<file path="config.mk">
export PLATFORM = sky130hd
export DESIGN_NAME = uartTop
export DESIGN_NICKNAME = d
export VERILOG_FILES = /design/src/design/uartPkg.sv /design/src/design/uartRx.sv /design/src/design/uartTx.sv /design/src/design/uartRegs.sv /design/src/design/uartTop.sv
export SDC_FILE = /design/constraint.sdc
export NUM_CORES = 1
export LEC_CHECK = 0
export ABC_AREA = 1
export BUFFER_PORTS_ARGS = -buffer_cell sky130_fd_sc_hd__buf_2
export CORE_MARGIN = 3
export CORE_UTILIZATION = 33
export CTS_CLUSTER_SIZE = 40
export DETAILED_ROUTE_END_ITERATION = 16
export PLACE_DENSITY_LB_ADDON = 0.25
export SYNTH_ARGS = -nofsm -noshare
export SYNTH_HDL_FRONTEND = slang
export SYNTH_SLANG_ARGS = --single-unit
</file>
<file path="constraint.sdc">
create_clock -name CLK -period 3.6 [get_ports CLK]
set_input_delay 0.54 -clock CLK [delete_from_list [all_inputs] [get_ports CLK]]
set_output_delay 0.54 -clock CLK [all_outputs]
set_load 0.05 [all_outputs]
</file>
<file path="src/design/uartPkg.sv">
package uartPkg;

	//////////////////////////////
	// bus and register map
	//////////////////////////////

	// width of the APB data path and of every register
	localparam int DATA_W = 16;

	// register offsets as seen on the 2-bit APB address
	typedef enum logic [1:0] {
		statusReg = 2'd0,
		dataReg   = 2'd1,
		rxDivReg  = 2'd2,
		txDivReg  = 2'd3
	} regAddrE;

	// bit positions inside the status register
	localparam int STAT_RX_AVAIL  = 0;
	localparam int STAT_TX_ACTIVE = 1;
	localparam int STAT_TX_DONE   = 2;

	// both dividers come out of reset at this value
	localparam logic [15:0] DIV_RESET = 16'd217;

	//////////////////////////////
	// serial state machines
	//////////////////////////////

	// receiver walks through one frame, start bit is re-checked at half period
	typedef enum logic [1:0] {
		rxIdle,
		rxStart,
		rxData,
		rxStop
	} rxStateE;

	// transmitter sends start, eight data bits and stop
	typedef enum logic [1:0] {
		txIdle,
		txStart,
		txData,
		txStop
	} txStateE;

endpackage

</file>
<file path="src/design/uartRx.sv">
`timescale 1ns/1ps

module uartRx #(
	parameter int DIV_W = 16
) (
	input  logic             CLK,
	input  logic             RESET,
	input  logic             i_rxd,
	input  logic [DIV_W-1:0] i_div,
	output logic             o_valid,
	output logic [7:0]       o_byte
);
	import uartPkg::*;

	// two-flop synchronizer on the asynchronous serial line
	logic rxMeta;
	logic rxSync;

	rxStateE          state;
	logic [DIV_W-1:0] bitCnt;
	logic [2:0]       bitIdx;
	logic [7:0]       shiftReg;
	logic             bitEnd;
	logic             midStart;

	// last cycle of a full bit period
	assign bitEnd = (bitCnt == i_div - DIV_W'(1));

	// half a bit period has passed since the falling edge was seen
	// the compare stays true for tiny dividers so the machine cannot hang
	assign midStart = ((bitCnt + DIV_W'(1)) >= (i_div >> 1));

	//////////////////////////////
	// frame control
	//////////////////////////////

	always_ff @(posedge CLK or posedge RESET) begin
		if (RESET) begin
			// idle line is high, so the synchronizer starts high too
			rxMeta  <= 1'b1;
			rxSync  <= 1'b1;
			state   <= rxIdle;
			bitCnt  <= '0;
			bitIdx  <= '0;
			o_valid <= 1'b0;
		end else begin
			rxMeta  <= i_rxd;
			rxSync  <= rxMeta;
			// valid is a single-cycle pulse
			o_valid <= 1'b0;
			case (state)
				rxIdle: begin
					bitCnt <= '0;
					bitIdx <= '0;
					// a low level on the synchronized line marks a possible start bit
					if (!rxSync) begin
						state <= rxStart;
					end
				end
				rxStart: begin
					if (midStart) begin
						bitCnt <= '0;
						// line back high at half period is a glitch, not a start bit
						state  <= rxSync ? rxIdle : rxData;
					end else begin
						bitCnt <= bitCnt + DIV_W'(1);
					end
				end
				rxData: begin
					if (bitEnd) begin
						bitCnt <= '0;
						bitIdx <= bitIdx + 3'd1;
						if (bitIdx == 3'd7) begin
							state <= rxStop;
						end
					end else begin
						bitCnt <= bitCnt + DIV_W'(1);
					end
				end
				rxStop: begin
					if (bitEnd) begin
						state   <= rxIdle;
						// a low stop bit drops the frame without any report
						o_valid <= rxSync;
					end else begin
						bitCnt <= bitCnt + DIV_W'(1);
					end
				end
				default: state <= rxIdle;
			endcase
		end
	end

	//////////////////////////////
	// data path
	//////////////////////////////

	always_ff @(posedge CLK) begin
		// data arrives LSB first, so shift in from the top
		if (state == rxData && bitEnd) begin
			shiftReg <= {rxSync, shiftReg[7:1]};
		end
		// the byte is only updated by a good frame and held until the next one
		if (state == rxStop && bitEnd && rxSync) begin
			o_byte <= shiftReg;
		end
	end

endmodule

</file>
<file path="src/design/uartTx.sv">
`timescale 1ns/1ps

module uartTx #(
	parameter int DIV_W = 16
) (
	input  logic             CLK,
	input  logic             RESET,
	input  logic             i_start,
	input  logic [7:0]       i_byte,
	input  logic [DIV_W-1:0] i_div,
	output logic             o_txd,
	output logic             o_active,
	output logic             o_done
);
	import uartPkg::*;

	txStateE          state;
	logic [DIV_W-1:0] bitCnt;
	logic [2:0]       bitIdx;
	logic [7:0]       shiftReg;
	logic             bitEnd;

	// last cycle of the current bit
	assign bitEnd = (bitCnt == i_div - DIV_W'(1));

	// busy from the first cycle of the start bit to the last cycle of the stop bit
	assign o_active = (state != txIdle);

	// done marks the final cycle of the stop bit
	assign o_done = (state == txStop) && bitEnd;

	//////////////////////////////
	// frame control
	//////////////////////////////

	always_ff @(posedge CLK or posedge RESET) begin
		if (RESET) begin
			state  <= txIdle;
			bitCnt <= '0;
			bitIdx <= '0;
			o_txd  <= 1'b1;
		end else begin
			case (state)
				txIdle: begin
					bitCnt <= '0;
					bitIdx <= '0;
					// start pulses are only looked at here, so they are dropped while busy
					if (i_start) begin
						state <= txStart;
						o_txd <= 1'b0;
					end
				end
				txStart: begin
					if (bitEnd) begin
						bitCnt <= '0;
						state  <= txData;
						o_txd  <= shiftReg[0];
					end else begin
						bitCnt <= bitCnt + DIV_W'(1);
					end
				end
				txData: begin
					if (bitEnd) begin
						bitCnt <= '0;
						bitIdx <= bitIdx + 3'd1;
						if (bitIdx == 3'd7) begin
							// stop bit is a plain high level
							state <= txStop;
							o_txd <= 1'b1;
						end else begin
							o_txd <= shiftReg[0];
						end
					end else begin
						bitCnt <= bitCnt + DIV_W'(1);
					end
				end
				txStop: begin
					if (bitEnd) begin
						state <= txIdle;
					end else begin
						bitCnt <= bitCnt + DIV_W'(1);
					end
				end
				default: state <= txIdle;
			endcase
		end
	end

	// shift register keeps the next data bit in position 0
	always_ff @(posedge CLK) begin
		if (state == txIdle && i_start) begin
			shiftReg <= i_byte;
		end else if (bitEnd && (state == txStart || state == txData)) begin
			shiftReg <= {1'b0, shiftReg[7:1]};
		end
	end

endmodule

</file>
<file path="src/design/uartRegs.sv">
`timescale 1ns/1ps

module uartRegs #(
	parameter int DIV_W = 16
) (
	input  logic                       CLK,
	input  logic                       RESET,
	input  logic                       i_pSel,
	input  logic                       i_pEnable,
	input  logic                       i_pWrite,
	input  uartPkg::regAddrE           i_pAddr,
	input  logic [uartPkg::DATA_W-1:0] i_pWData,
	output logic [uartPkg::DATA_W-1:0] o_pRData,
	output logic                       o_txStart,
	output logic [7:0]                 o_txByte,
	output logic [DIV_W-1:0]           o_txDiv,
	input  logic                       i_txActive,
	input  logic                       i_txDone,
	output logic [DIV_W-1:0]           o_rxDiv,
	input  logic                       i_rxValid,
	input  logic [7:0]                 i_rxByte,
	output logic                       o_irq
);
	import uartPkg::*;

	// access cycle of a zero-wait APB transfer
	logic wrAccess;
	logic rdAccess;
	logic dataWrite;
	logic dataRead;

	// latched status flags
	logic rxAvailFlag;
	logic txActiveFlag;
	logic txDoneFlag;

	logic [DATA_W-1:0] statusWord;

	assign wrAccess  = i_pSel && i_pEnable && i_pWrite;
	assign rdAccess  = i_pSel && i_pEnable && !i_pWrite;
	assign dataWrite = wrAccess && (i_pAddr == dataReg);
	assign dataRead  = rdAccess && (i_pAddr == dataReg);

	// interrupt stays up while either completion flag is pending
	assign o_irq = rxAvailFlag || txDoneFlag;

	//////////////////////////////
	// read path
	//////////////////////////////

	always_comb begin
		statusWord                 = '0;
		statusWord[STAT_RX_AVAIL]  = rxAvailFlag;
		statusWord[STAT_TX_ACTIVE] = txActiveFlag;
		statusWord[STAT_TX_DONE]   = txDoneFlag;
	end

	// read data is combinational and only driven while the slave is selected
	always_comb begin
		o_pRData = '0;
		if (i_pSel) begin
			case (i_pAddr)
				statusReg: o_pRData = statusWord;
				dataReg:   o_pRData = {{(DATA_W - 8){1'b0}}, i_rxByte};
				rxDivReg:  o_pRData = DATA_W'(o_rxDiv);
				txDivReg:  o_pRData = DATA_W'(o_txDiv);
				default:   o_pRData = '0;
			endcase
		end
	end

	//////////////////////////////
	// control and status
	//////////////////////////////

	always_ff @(posedge CLK or posedge RESET) begin
		if (RESET) begin
			o_txStart    <= 1'b0;
			o_rxDiv      <= DIV_RESET[DIV_W-1:0];
			o_txDiv      <= DIV_RESET[DIV_W-1:0];
			rxAvailFlag  <= 1'b0;
			txActiveFlag <= 1'b0;
			txDoneFlag   <= 1'b0;
		end else begin
			// start pulse follows the data write by one cycle
			o_txStart <= dataWrite;

			// registered copy, one cycle behind the transmitter
			txActiveFlag <= i_txActive;

			// a new byte wins over a data read in the same cycle
			if (i_rxValid) begin
				rxAvailFlag <= 1'b1;
			end else if (dataRead) begin
				rxAvailFlag <= 1'b0;
			end

			// a data write starts a new frame, so its clear wins over a late done
			if (dataWrite) begin
				txDoneFlag <= 1'b0;
			end else if (i_txDone) begin
				txDoneFlag <= 1'b1;
			end

			// divider writes, status writes fall through and are ignored
			if (wrAccess && i_pAddr == rxDivReg) begin
				o_rxDiv <= i_pWData[DIV_W-1:0];
			end
			if (wrAccess && i_pAddr == txDivReg) begin
				o_txDiv <= i_pWData[DIV_W-1:0];
			end
		end
	end

	// byte to send is captured with the write and held for the transmitter
	always_ff @(posedge CLK) begin
		if (dataWrite) begin
			o_txByte <= i_pWData[7:0];
		end
	end

endmodule

</file>
<file path="src/design/uartTop.sv">
`timescale 1ns/1ps

module uartTop #(
	parameter int DIV_W = 16
) (
	input  logic                       CLK,
	input  logic                       RESET,
	input  logic                       i_pSel,
	input  logic                       i_pEnable,
	input  logic                       i_pWrite,
	input  uartPkg::regAddrE           i_pAddr,
	input  logic [uartPkg::DATA_W-1:0] i_pWData,
	output logic [uartPkg::DATA_W-1:0] o_pRData,
	input  logic                       i_rxd,
	output logic                       o_txd,
	output logic                       o_irq
);

	// register block to transmitter
	logic             txStart;
	logic [7:0]       txByte;
	logic [DIV_W-1:0] txDiv;
	logic             txActive;
	logic             txDone;

	// register block to receiver
	logic [DIV_W-1:0] rxDiv;
	logic             rxValid;
	logic [7:0]       rxByte;

	// APB slave with dividers and latched status
	uartRegs #(
		.DIV_W(DIV_W)
	) regs_i (
		.CLK        (CLK),
		.RESET      (RESET),
		.i_pSel     (i_pSel),
		.i_pEnable  (i_pEnable),
		.i_pWrite   (i_pWrite),
		.i_pAddr    (i_pAddr),
		.i_pWData   (i_pWData),
		.o_pRData   (o_pRData),
		.o_txStart  (txStart),
		.o_txByte   (txByte),
		.o_txDiv    (txDiv),
		.i_txActive (txActive),
		.i_txDone   (txDone),
		.o_rxDiv    (rxDiv),
		.i_rxValid  (rxValid),
		.i_rxByte   (rxByte),
		.o_irq      (o_irq)
	);

	uartTx #(
		.DIV_W(DIV_W)
	) tx_i (
		.CLK      (CLK),
		.RESET    (RESET),
		.i_start  (txStart),
		.i_byte   (txByte),
		.i_div    (txDiv),
		.o_txd    (o_txd),
		.o_active (txActive),
		.o_done   (txDone)
	);

	uartRx #(
		.DIV_W(DIV_W)
	) rx_i (
		.CLK     (CLK),
		.RESET   (RESET),
		.i_rxd   (i_rxd),
		.i_div   (rxDiv),
		.o_valid (rxValid),
		.o_byte  (rxByte)
	);

endmodule

</file>
==> results.sh, run 1 <==
export IMPL_pre_cts_ws_ns=0.454
export IMPL_fmax_mhz=320
export IMPL_syn_cell_area_sq_um=7280
export IMPL_grt_antenna_before_repair=0
export IMPL_status="finished, final reports clean"
export IMPL_ys_ff_latch=114
export IMPL_synthAdderAreaFrac=0.0498
export IMPL_io_pins=42
export IMPL_ant_nets=0
export IMPL_cp_slowest_cell="dfrtp_1"
export IMPL_wl_microns=17600
export IMPL_ys_top_cells_by_area="dfrtp_1 24%, nand2_1 15%, edfxtp_1 13%"
export IMPL_drive_above_1_share=0.138
export IMPL_post_route_drc_count=0
export IMPL_powerDensity_nw_per_um2=594
export IMPL_cts_setup_buffers=0
export IMPL_cts_buffers=17
export IMPL_avgSynthCellArea_sq_um=7.82
export IMPL_finalHoldViolations=0
export IMPL_worst_slack_ns=0.474
export IMPL_cp_start_kind="flop"
export IMPL_yosysSeqAreaShare=0.416
export IMPL_synth_top_area_share=0.237
export IMPL_rsz0062_at_grt="no"
export IMPL_synth_compound_area_frac=0.0838
export IMPL_grt_pass1_vias=5791
export IMPL_mostFrequentLayoutCell="nand2_1"
export IMPL_avgViaCountPerCell=4.67
export IMPL_leakage_nw=4.07
export IMPL_fin_skew_ns=0.0107
export IMPL_holdBufCountCts=0
export IMPL_period_needed_ns=3.13
export IMPL_synth_edf_count=32
export IMPL_fin_util=0.393
export IMPL_cp_end_kind="flop"
export IMPL_htree_num_levels=4
export IMPL_synth_warnings=0
export IMPL_ir_worst_vdd_mv=0.363
export IMPL_critPathMaxFanout=16
export IMPL_cts_tree="done"
export IMPL_crit_type="flop to flop"
export IMPL_worstMarginPinSlew_ns=0.932
export IMPL_clk_latency_ns=0.42
export IMPL_critPathMaxStageDelay_ns=0.41
export IMPL_drtIter0Drc=256
export IMPL_synth_async_reset_ratio=0.719
export IMPL_core_area_sq_um=21400
export IMPL_dr_pass1_iters=4
export IMPL_whs_ns=0.223
export IMPL_final_period_utilization=0.868
export IMPL_synth_mux_area_frac=0.0201
export IMPL_setup_viol=0
export IMPL_die_area_sq_um=23900
export IMPL_slew_violations=0
export IMPL_path_cells="ha_1, nand2_1, nor3_1, and2_1, nand4_1, nor2_1, nand3_1, xor2_1, inv_1, ha_1, inv_1, nor2_1, nor3_1, o211ai_1, a21oi_1, a21oi_4, nand2_2, nand3_1, nand2_1"
export IMPL_synth_flop_cell="dfrtp_1"
export IMPL_synth_top_area_cell="dfrtp_1"
export IMPL_clk_pin_slew_ns=0.06
export IMPL_syn_inst=932
export IMPL_crit_buf_inv=2
export IMPL_nets=1033
export IMPL_vias=5919
export IMPL_rows=53
export IMPL_final_cell_mix="291 x nand2_1, 108 x inv_1, 96 x nor2_1"
export IMPL_yosys_area_share_xor_xnor=0.0696
export IMPL_port_buffer_count=41
export IMPL_relSlewSlack=0.379
export IMPL_grt_ovfl_total=0
export IMPL_ctsResizeCount=0
export IMPL_critPathArrivalTime_ns=3.48
export IMPL_grt_pass1_wl_microns=29300
export IMPL_root_buffer="clkbuf_16"
export IMPL_finalPower_mw=4.99
export IMPL_cts_buffer_depth=2
export IMPL_diodes=0
export IMPL_gp_congestion=0.812
export IMPL_hpwlAfterDp_microns=13500
export IMPL_initial_core_util=0.341
export IMPL_maxCapViolCount=0
export IMPL_die_h_microns=155
export IMPL_syn_nets=985
export IMPL_synth_distinct_cells=48
export IMPL_cts_sinks=114
export IMPL_rr_startpoint="rx_i.bitCnt[0]$_DFFE_PP0P_"
export IMPL_crit_path_start="rx_i.bitCnt[0]$_DFFE_PP0P_"
export IMPL_setup_tns_ns=0
export IMPL_hp_class="input pin to flop"
export IMPL_critPathRequiredTime_ns=3.95
export IMPL_die_w_microns=155
export IMPL_fillCellCount=2215
export IMPL_min_delay_start="i_rxd"
export IMPL_grt_max_degree=52
export IMPL_synth_top_family_by_area="simple AND/OR/NAND/NOR gates"
export IMPL_synth_simple_area_share=0.283
export IMPL_syn2layout_area_growth_pct=15.2
export IMPL_critical_path_top_delay_family="simple AND/OR/NAND/NOR gates"
export IMPL_grt_usage=0.153
export IMPL_wl_per_cell_microns=13.9
-- cell usage after synthesis, types with 2 or more instances --
cell      count
buf_2         4
o221ai_1      5
nor2_1       97
o211ai_1     18
mux2_2       13
and2_1        3
nor3b_1       3
nor3_1       10
a21oi_1      21
inv_2         4
o21ai_0      46
or2_2         2
nand3_2       2
nand2_4       2
nand2_1     291
nor2_4        4
clkbuf_8      3
xnor2_1      22
clkbuf_1     11
nor2_2        5
nand3_1      41
dfstp_2      13
a221oi_1      3
nand3b_1      7
o21ai_1       2
nand4_1       5
xor2_1       34
nand2_2       5
edfxtp_1     32
o22ai_1       2
ha_1         29
dfrtp_1      69
inv_1       109
-- power breakdown --
group,switching [mW],total (mW),leakage [nW],internal (mW)
clock,0.623,1.78,0.295,1.16
sequential,0.197,1.71,1.33,1.51
combinational,1.01,1.50,2.44,0.490
total,1.83,4.99,4.07,3.16
-- final timing paths --
check / endpoint / depth (start not counted) / slack, ns
worst max-delay path: rx_i.bitCnt[15]$_DFFE_PP0P_ / 19 / 0.47
worst min-delay path: rx_i.rxMeta$_DFF_PP1_ / 1 / 0.22
worst max register to register: rx_i.bitCnt[15]$_DFFE_PP0P_ / 19 / 0.47
worst min register to register: rx_i.rxSync$_DFF_PP1_ / 0 / 0.36
max in group asynchronous: tx_i.o_txd$_DFFE_PP1P_ / 3 / 2.43
min in group asynchronous: regs_i.o_rxDiv[10]$_DFFE_PP0P_ / 2 / 0.29
-- cell type report --
cell class | instances | area (sq um) | share of cell area
inverters | 114 | 429 | 0.0511
well taps | 275 | 344 | 0.0410
clock buffers | 19 | 433 | 0.0516
multi-input cells | 682 | 3690 | 0.440
clock inverters | 13 | 188 | 0.0224
repair buffers | 51 | 280 | 0.0334
flip-flops and latches | 114 | 3030 | 0.361
-- logic make-up (layout without fill, tap and decap cells) --
kind of cell / Yosys count / count (layout)
simple gates: 481 / 481
buf+inv: 136 / 197
fa+ha+maj: 29 / 29
compound gates: 102 / 102
flops: 114 / 114
xor+xnor: 57 / 57
mux: 13 / 13
-- sequential cells by signal (all words and copies together), names as in the netlist, 2 cells and up, named ones only --
register,count
tx_i.shiftReg,8
rx_i.bitCnt,16
tx_i.bitCnt,16
rx_i.o_byte,8
regs_i.o_rxDiv,16
tx_i.bitIdx,3
regs_i.o_txDiv,16
rx_i.bitIdx,3
tx_i.state,2
regs_i.o_txByte,8
rx_i.shiftReg,8
-- metal layers --
| metal | up-vias | GRT usage | share of wire |
|---|---|---|---|
| li1 | 3077 | - | - |
| met1 | 2755 | 0.193 | 0.46 |
| met2 | 72 | 0.270 | 0.50 |
| met3 | 15 | 0.0297 | 0.026 |
| met4 | 0 | 0.0383 | 0.013 |
| met5 | - | 0 | 0 |
-- per-stage QoR --
stage	std cells	instance area, sq um
2_1_floorplan	932	7280
3_3_place_gp	1236	7770
3_5_place_dp	1236	7770
4_1_cts	1268	8390
5_1_grt	1268	8390
6_report	1268	8390
(Power assumes the default switching activity.)
==> run 2, diff against run 1 <==
Settings changed: ABC_AREA 1 to default, CELL_PAD_IN_SITES_DETAIL_PLACEMENT from default to 2, CELL_PAD_IN_SITES_GLOBAL_PLACEMENT from default to 2.
==> results.sh, run 2 <==
export IMPL_final_period_utilization=0.961
export IMPL_cts_sinks=114
export IMPL_grt_pass1_wl_microns=35800
export IMPL_powerDensity_nw_per_um2=648
export IMPL_setup_viol=0
export IMPL_maxCapViolCount=0
export IMPL_die_area_sq_um=22800
export IMPL_avgViaCountPerCell=5.39
export IMPL_post_route_drc_count=0
export IMPL_syn_nets=770
export IMPL_die_w_microns=151
export IMPL_finalHoldViolations=0
export IMPL_synth_async_reset_ratio=0.719
export IMPL_mostFrequentLayoutCell="nand2_1"
export IMPL_syn_cell_area_sq_um=6940
export IMPL_worst_slack_ns=0.141
export IMPL_htree_num_levels=4
export IMPL_critPathArrivalTime_ns=3.81
export IMPL_syn_inst=717
export IMPL_crit_type="flop to flop"
export IMPL_slew_violations=0
export IMPL_status="finished, final reports clean"
export IMPL_wl_microns=22900
export IMPL_relSlewSlack=0.478
export IMPL_vias=5688
export IMPL_cts_tree="done"
export IMPL_fin_skew_ns=0.0126
export IMPL_fmax_mhz=289
export IMPL_setup_tns_ns=0
export IMPL_pre_cts_ws_ns=-0.478
export IMPL_root_buffer="clkbuf_16"
export IMPL_critPathRequiredTime_ns=3.95
export IMPL_synth_top_area_share=0.249
export IMPL_drtIter0Drc=238
export IMPL_io_pins=42
export IMPL_port_buffer_count=41
export IMPL_holdBufCountCts=0
export IMPL_synth_most_common_cell="nand2_1"
export IMPL_cp_end_kind="flop"
export IMPL_hp_class="input pin to asynchronous set/reset pin"
export IMPL_rows=52
export IMPL_critPathMaxStageDelay_ns=0.42
export IMPL_core_area_sq_um=20400
export IMPL_cts_buffers=17
export IMPL_ys_top_cells_by_count="86 x nand2_1, 69 x dfrtp_1, 48 x nor2_1"
export IMPL_synth_distinct_cells=64
export IMPL_worstMarginPinSlew_ns=0.780
export IMPL_synth_top_area_cell="dfrtp_1"
export IMPL_synth_edf_count=32
export IMPL_path_cells="nand3_1, or3_4, or3_1, nor2_1, xor2_1, ha_1, a21oi_1, o21ai_0, nor4b_2, o311ai_2, a21boi_2, nand2b_1, nand2_1"
export IMPL_nets=826
export IMPL_grt_pass1_vias=6241
export IMPL_ant_nets=0
export IMPL_grt_antenna_before_repair=0
export IMPL_leakage_nw=3.55
export IMPL_cts_buffer_depth=2
export IMPL_cp_start_kind="flop"
export IMPL_initial_core_util=0.340
export IMPL_dr_pass1_iters=4
export IMPL_cp_slowest_cell="or3_1"
export IMPL_ir_worst_vdd_mv=0.336
export IMPL_grt_max_degree=33
export IMPL_grt_usage=0.205
export IMPL_gp_congestion=0.854
export IMPL_grt_ovfl_total=0
export IMPL_syn2layout_area_growth_pct=18.4
export IMPL_final_cell_mix="85 x nand2_1, 68 x dfrtp_1, 48 x nor2_1"
export IMPL_synth_flop_cell="dfrtp_1"
export IMPL_avgSynthCellArea_sq_um=9.68
export IMPL_hpwlAfterDp_microns=16800
export IMPL_period_needed_ns=3.46
export IMPL_diodes=0
export IMPL_wl_per_cell_microns=21.7
export IMPL_synth_warnings=0
export IMPL_die_h_microns=151
export IMPL_drive_above_1_share=0.209
export IMPL_clk_latency_ns=0.42
export IMPL_clk_pin_slew_ns=0.06
export IMPL_critPathMaxFanout=7
export IMPL_ys_ff_latch=114
export IMPL_ys_top_cells_by_area="dfrtp_1 25%, edfxtp_1 14%, ha_1 5.2%"
export IMPL_yosysSeqAreaShare=0.436
## run 2: timing repair
| action | in CTS | in global routing |
|---|---|---|
| pin swaps | 0 | 3 |
| gates cloned | 0 | 1 |
| setup buffers | 0 | 8 |
| endpoints found under the setup margin | 17 | 39 |
| resized for setup | 4 | 6 |
## run 2: stage by stage
step                      power, mW  std cells  instance area, sq um  hold slack (ns)   util
after global routing           5.66       1056                  8220            0.215  0.402
after detailed placement       3.56       1015                  7500            0.351  0.367
after CTS                      5.37       1047                  8110            0.200  0.397
final                          5.33       1056                  8220            0.189  0.402
after global placement         3.43       1015                  7500            0.348  0.367
after floorplan                2.97        717                  6940            0.345      -
## run 2: critical path, delay by kind of cell (launching register included)
| family | cells | cell delay, ns |
|---|---|---|
| AOI/OAI and AO/OA | 4 | 0.76 |
| and+or+nand+nor | 7 | 1.68 |
| xor gates and xnor gates | 1 | 0.26 |
| adders and majority gates | 1 | 0.30 |
| DFF | 1 | 0.39 |
## run 2: cell type report
type	instances	area (sq um)
inverter	34	129
tap	270	338
clock inverter	13	168
clock buffer	19	433
multi-input combinational	538	3690
timing repair buffer	68	433
sequential	114	3030
fill	2249	12200
## run 2: report_power, final
| group | switching, mW | internal, mW | total (mW) |
|---|---|---|---|
| clock | 0.611 | 1.14 | 1.75 |
| sequential | 0.301 | 1.52 | 1.83 |
| combinational | 1.08 | 0.669 | 1.74 |
## run 2: worst paths after layout
kind	startpoint	end	slack (ns)	cells after the start
worst min-delay path	RESET	regs_i.rxAvailFlag$_DFFE_PP0P_	0.19	2
worst max register to register	rx_i.bitCnt[4]$_DFFE_PP0P_	rx_i.bitCnt[6]$_DFFE_PP0P_	0.14	13
max in group asynchronous	RESET	tx_i.o_txd$_DFFE_PP1P_	2.52	3
worst max-delay path	rx_i.bitCnt[4]$_DFFE_PP0P_	rx_i.bitCnt[6]$_DFFE_PP0P_	0.14	13
min in group CLK	i_rxd	rx_i.rxMeta$_DFF_PP1_	0.23	1
worst min register to register	rx_i.rxMeta$_DFF_PP1_	rx_i.rxSync$_DFF_PP1_	0.36	0
## run 2: metal layers
layer,GRT usage,up-vias,share of wire
met3,0.0278,29,0.013
met1,0.255,2941,0.44
met5,0,-,0
met4,0.0644,0,0.019
li1,-,2663,-
met2,0.369,55,0.53
## run 2: kinds of logic (layout without fill, tap and decap cells)
logic type	count (synthesis)	after routing	share of synthesized area
and+or+nand+nor	284	284	0.208
AOI/OAI and AO/OA	124	125	0.119
DFF	114	114	0.436
buffers and inverters	66	134	0.0396
xor gates and xnor gates	55	55	0.0694
muxes	45	45	0.0755
adders and majority gates	29	29	0.0523
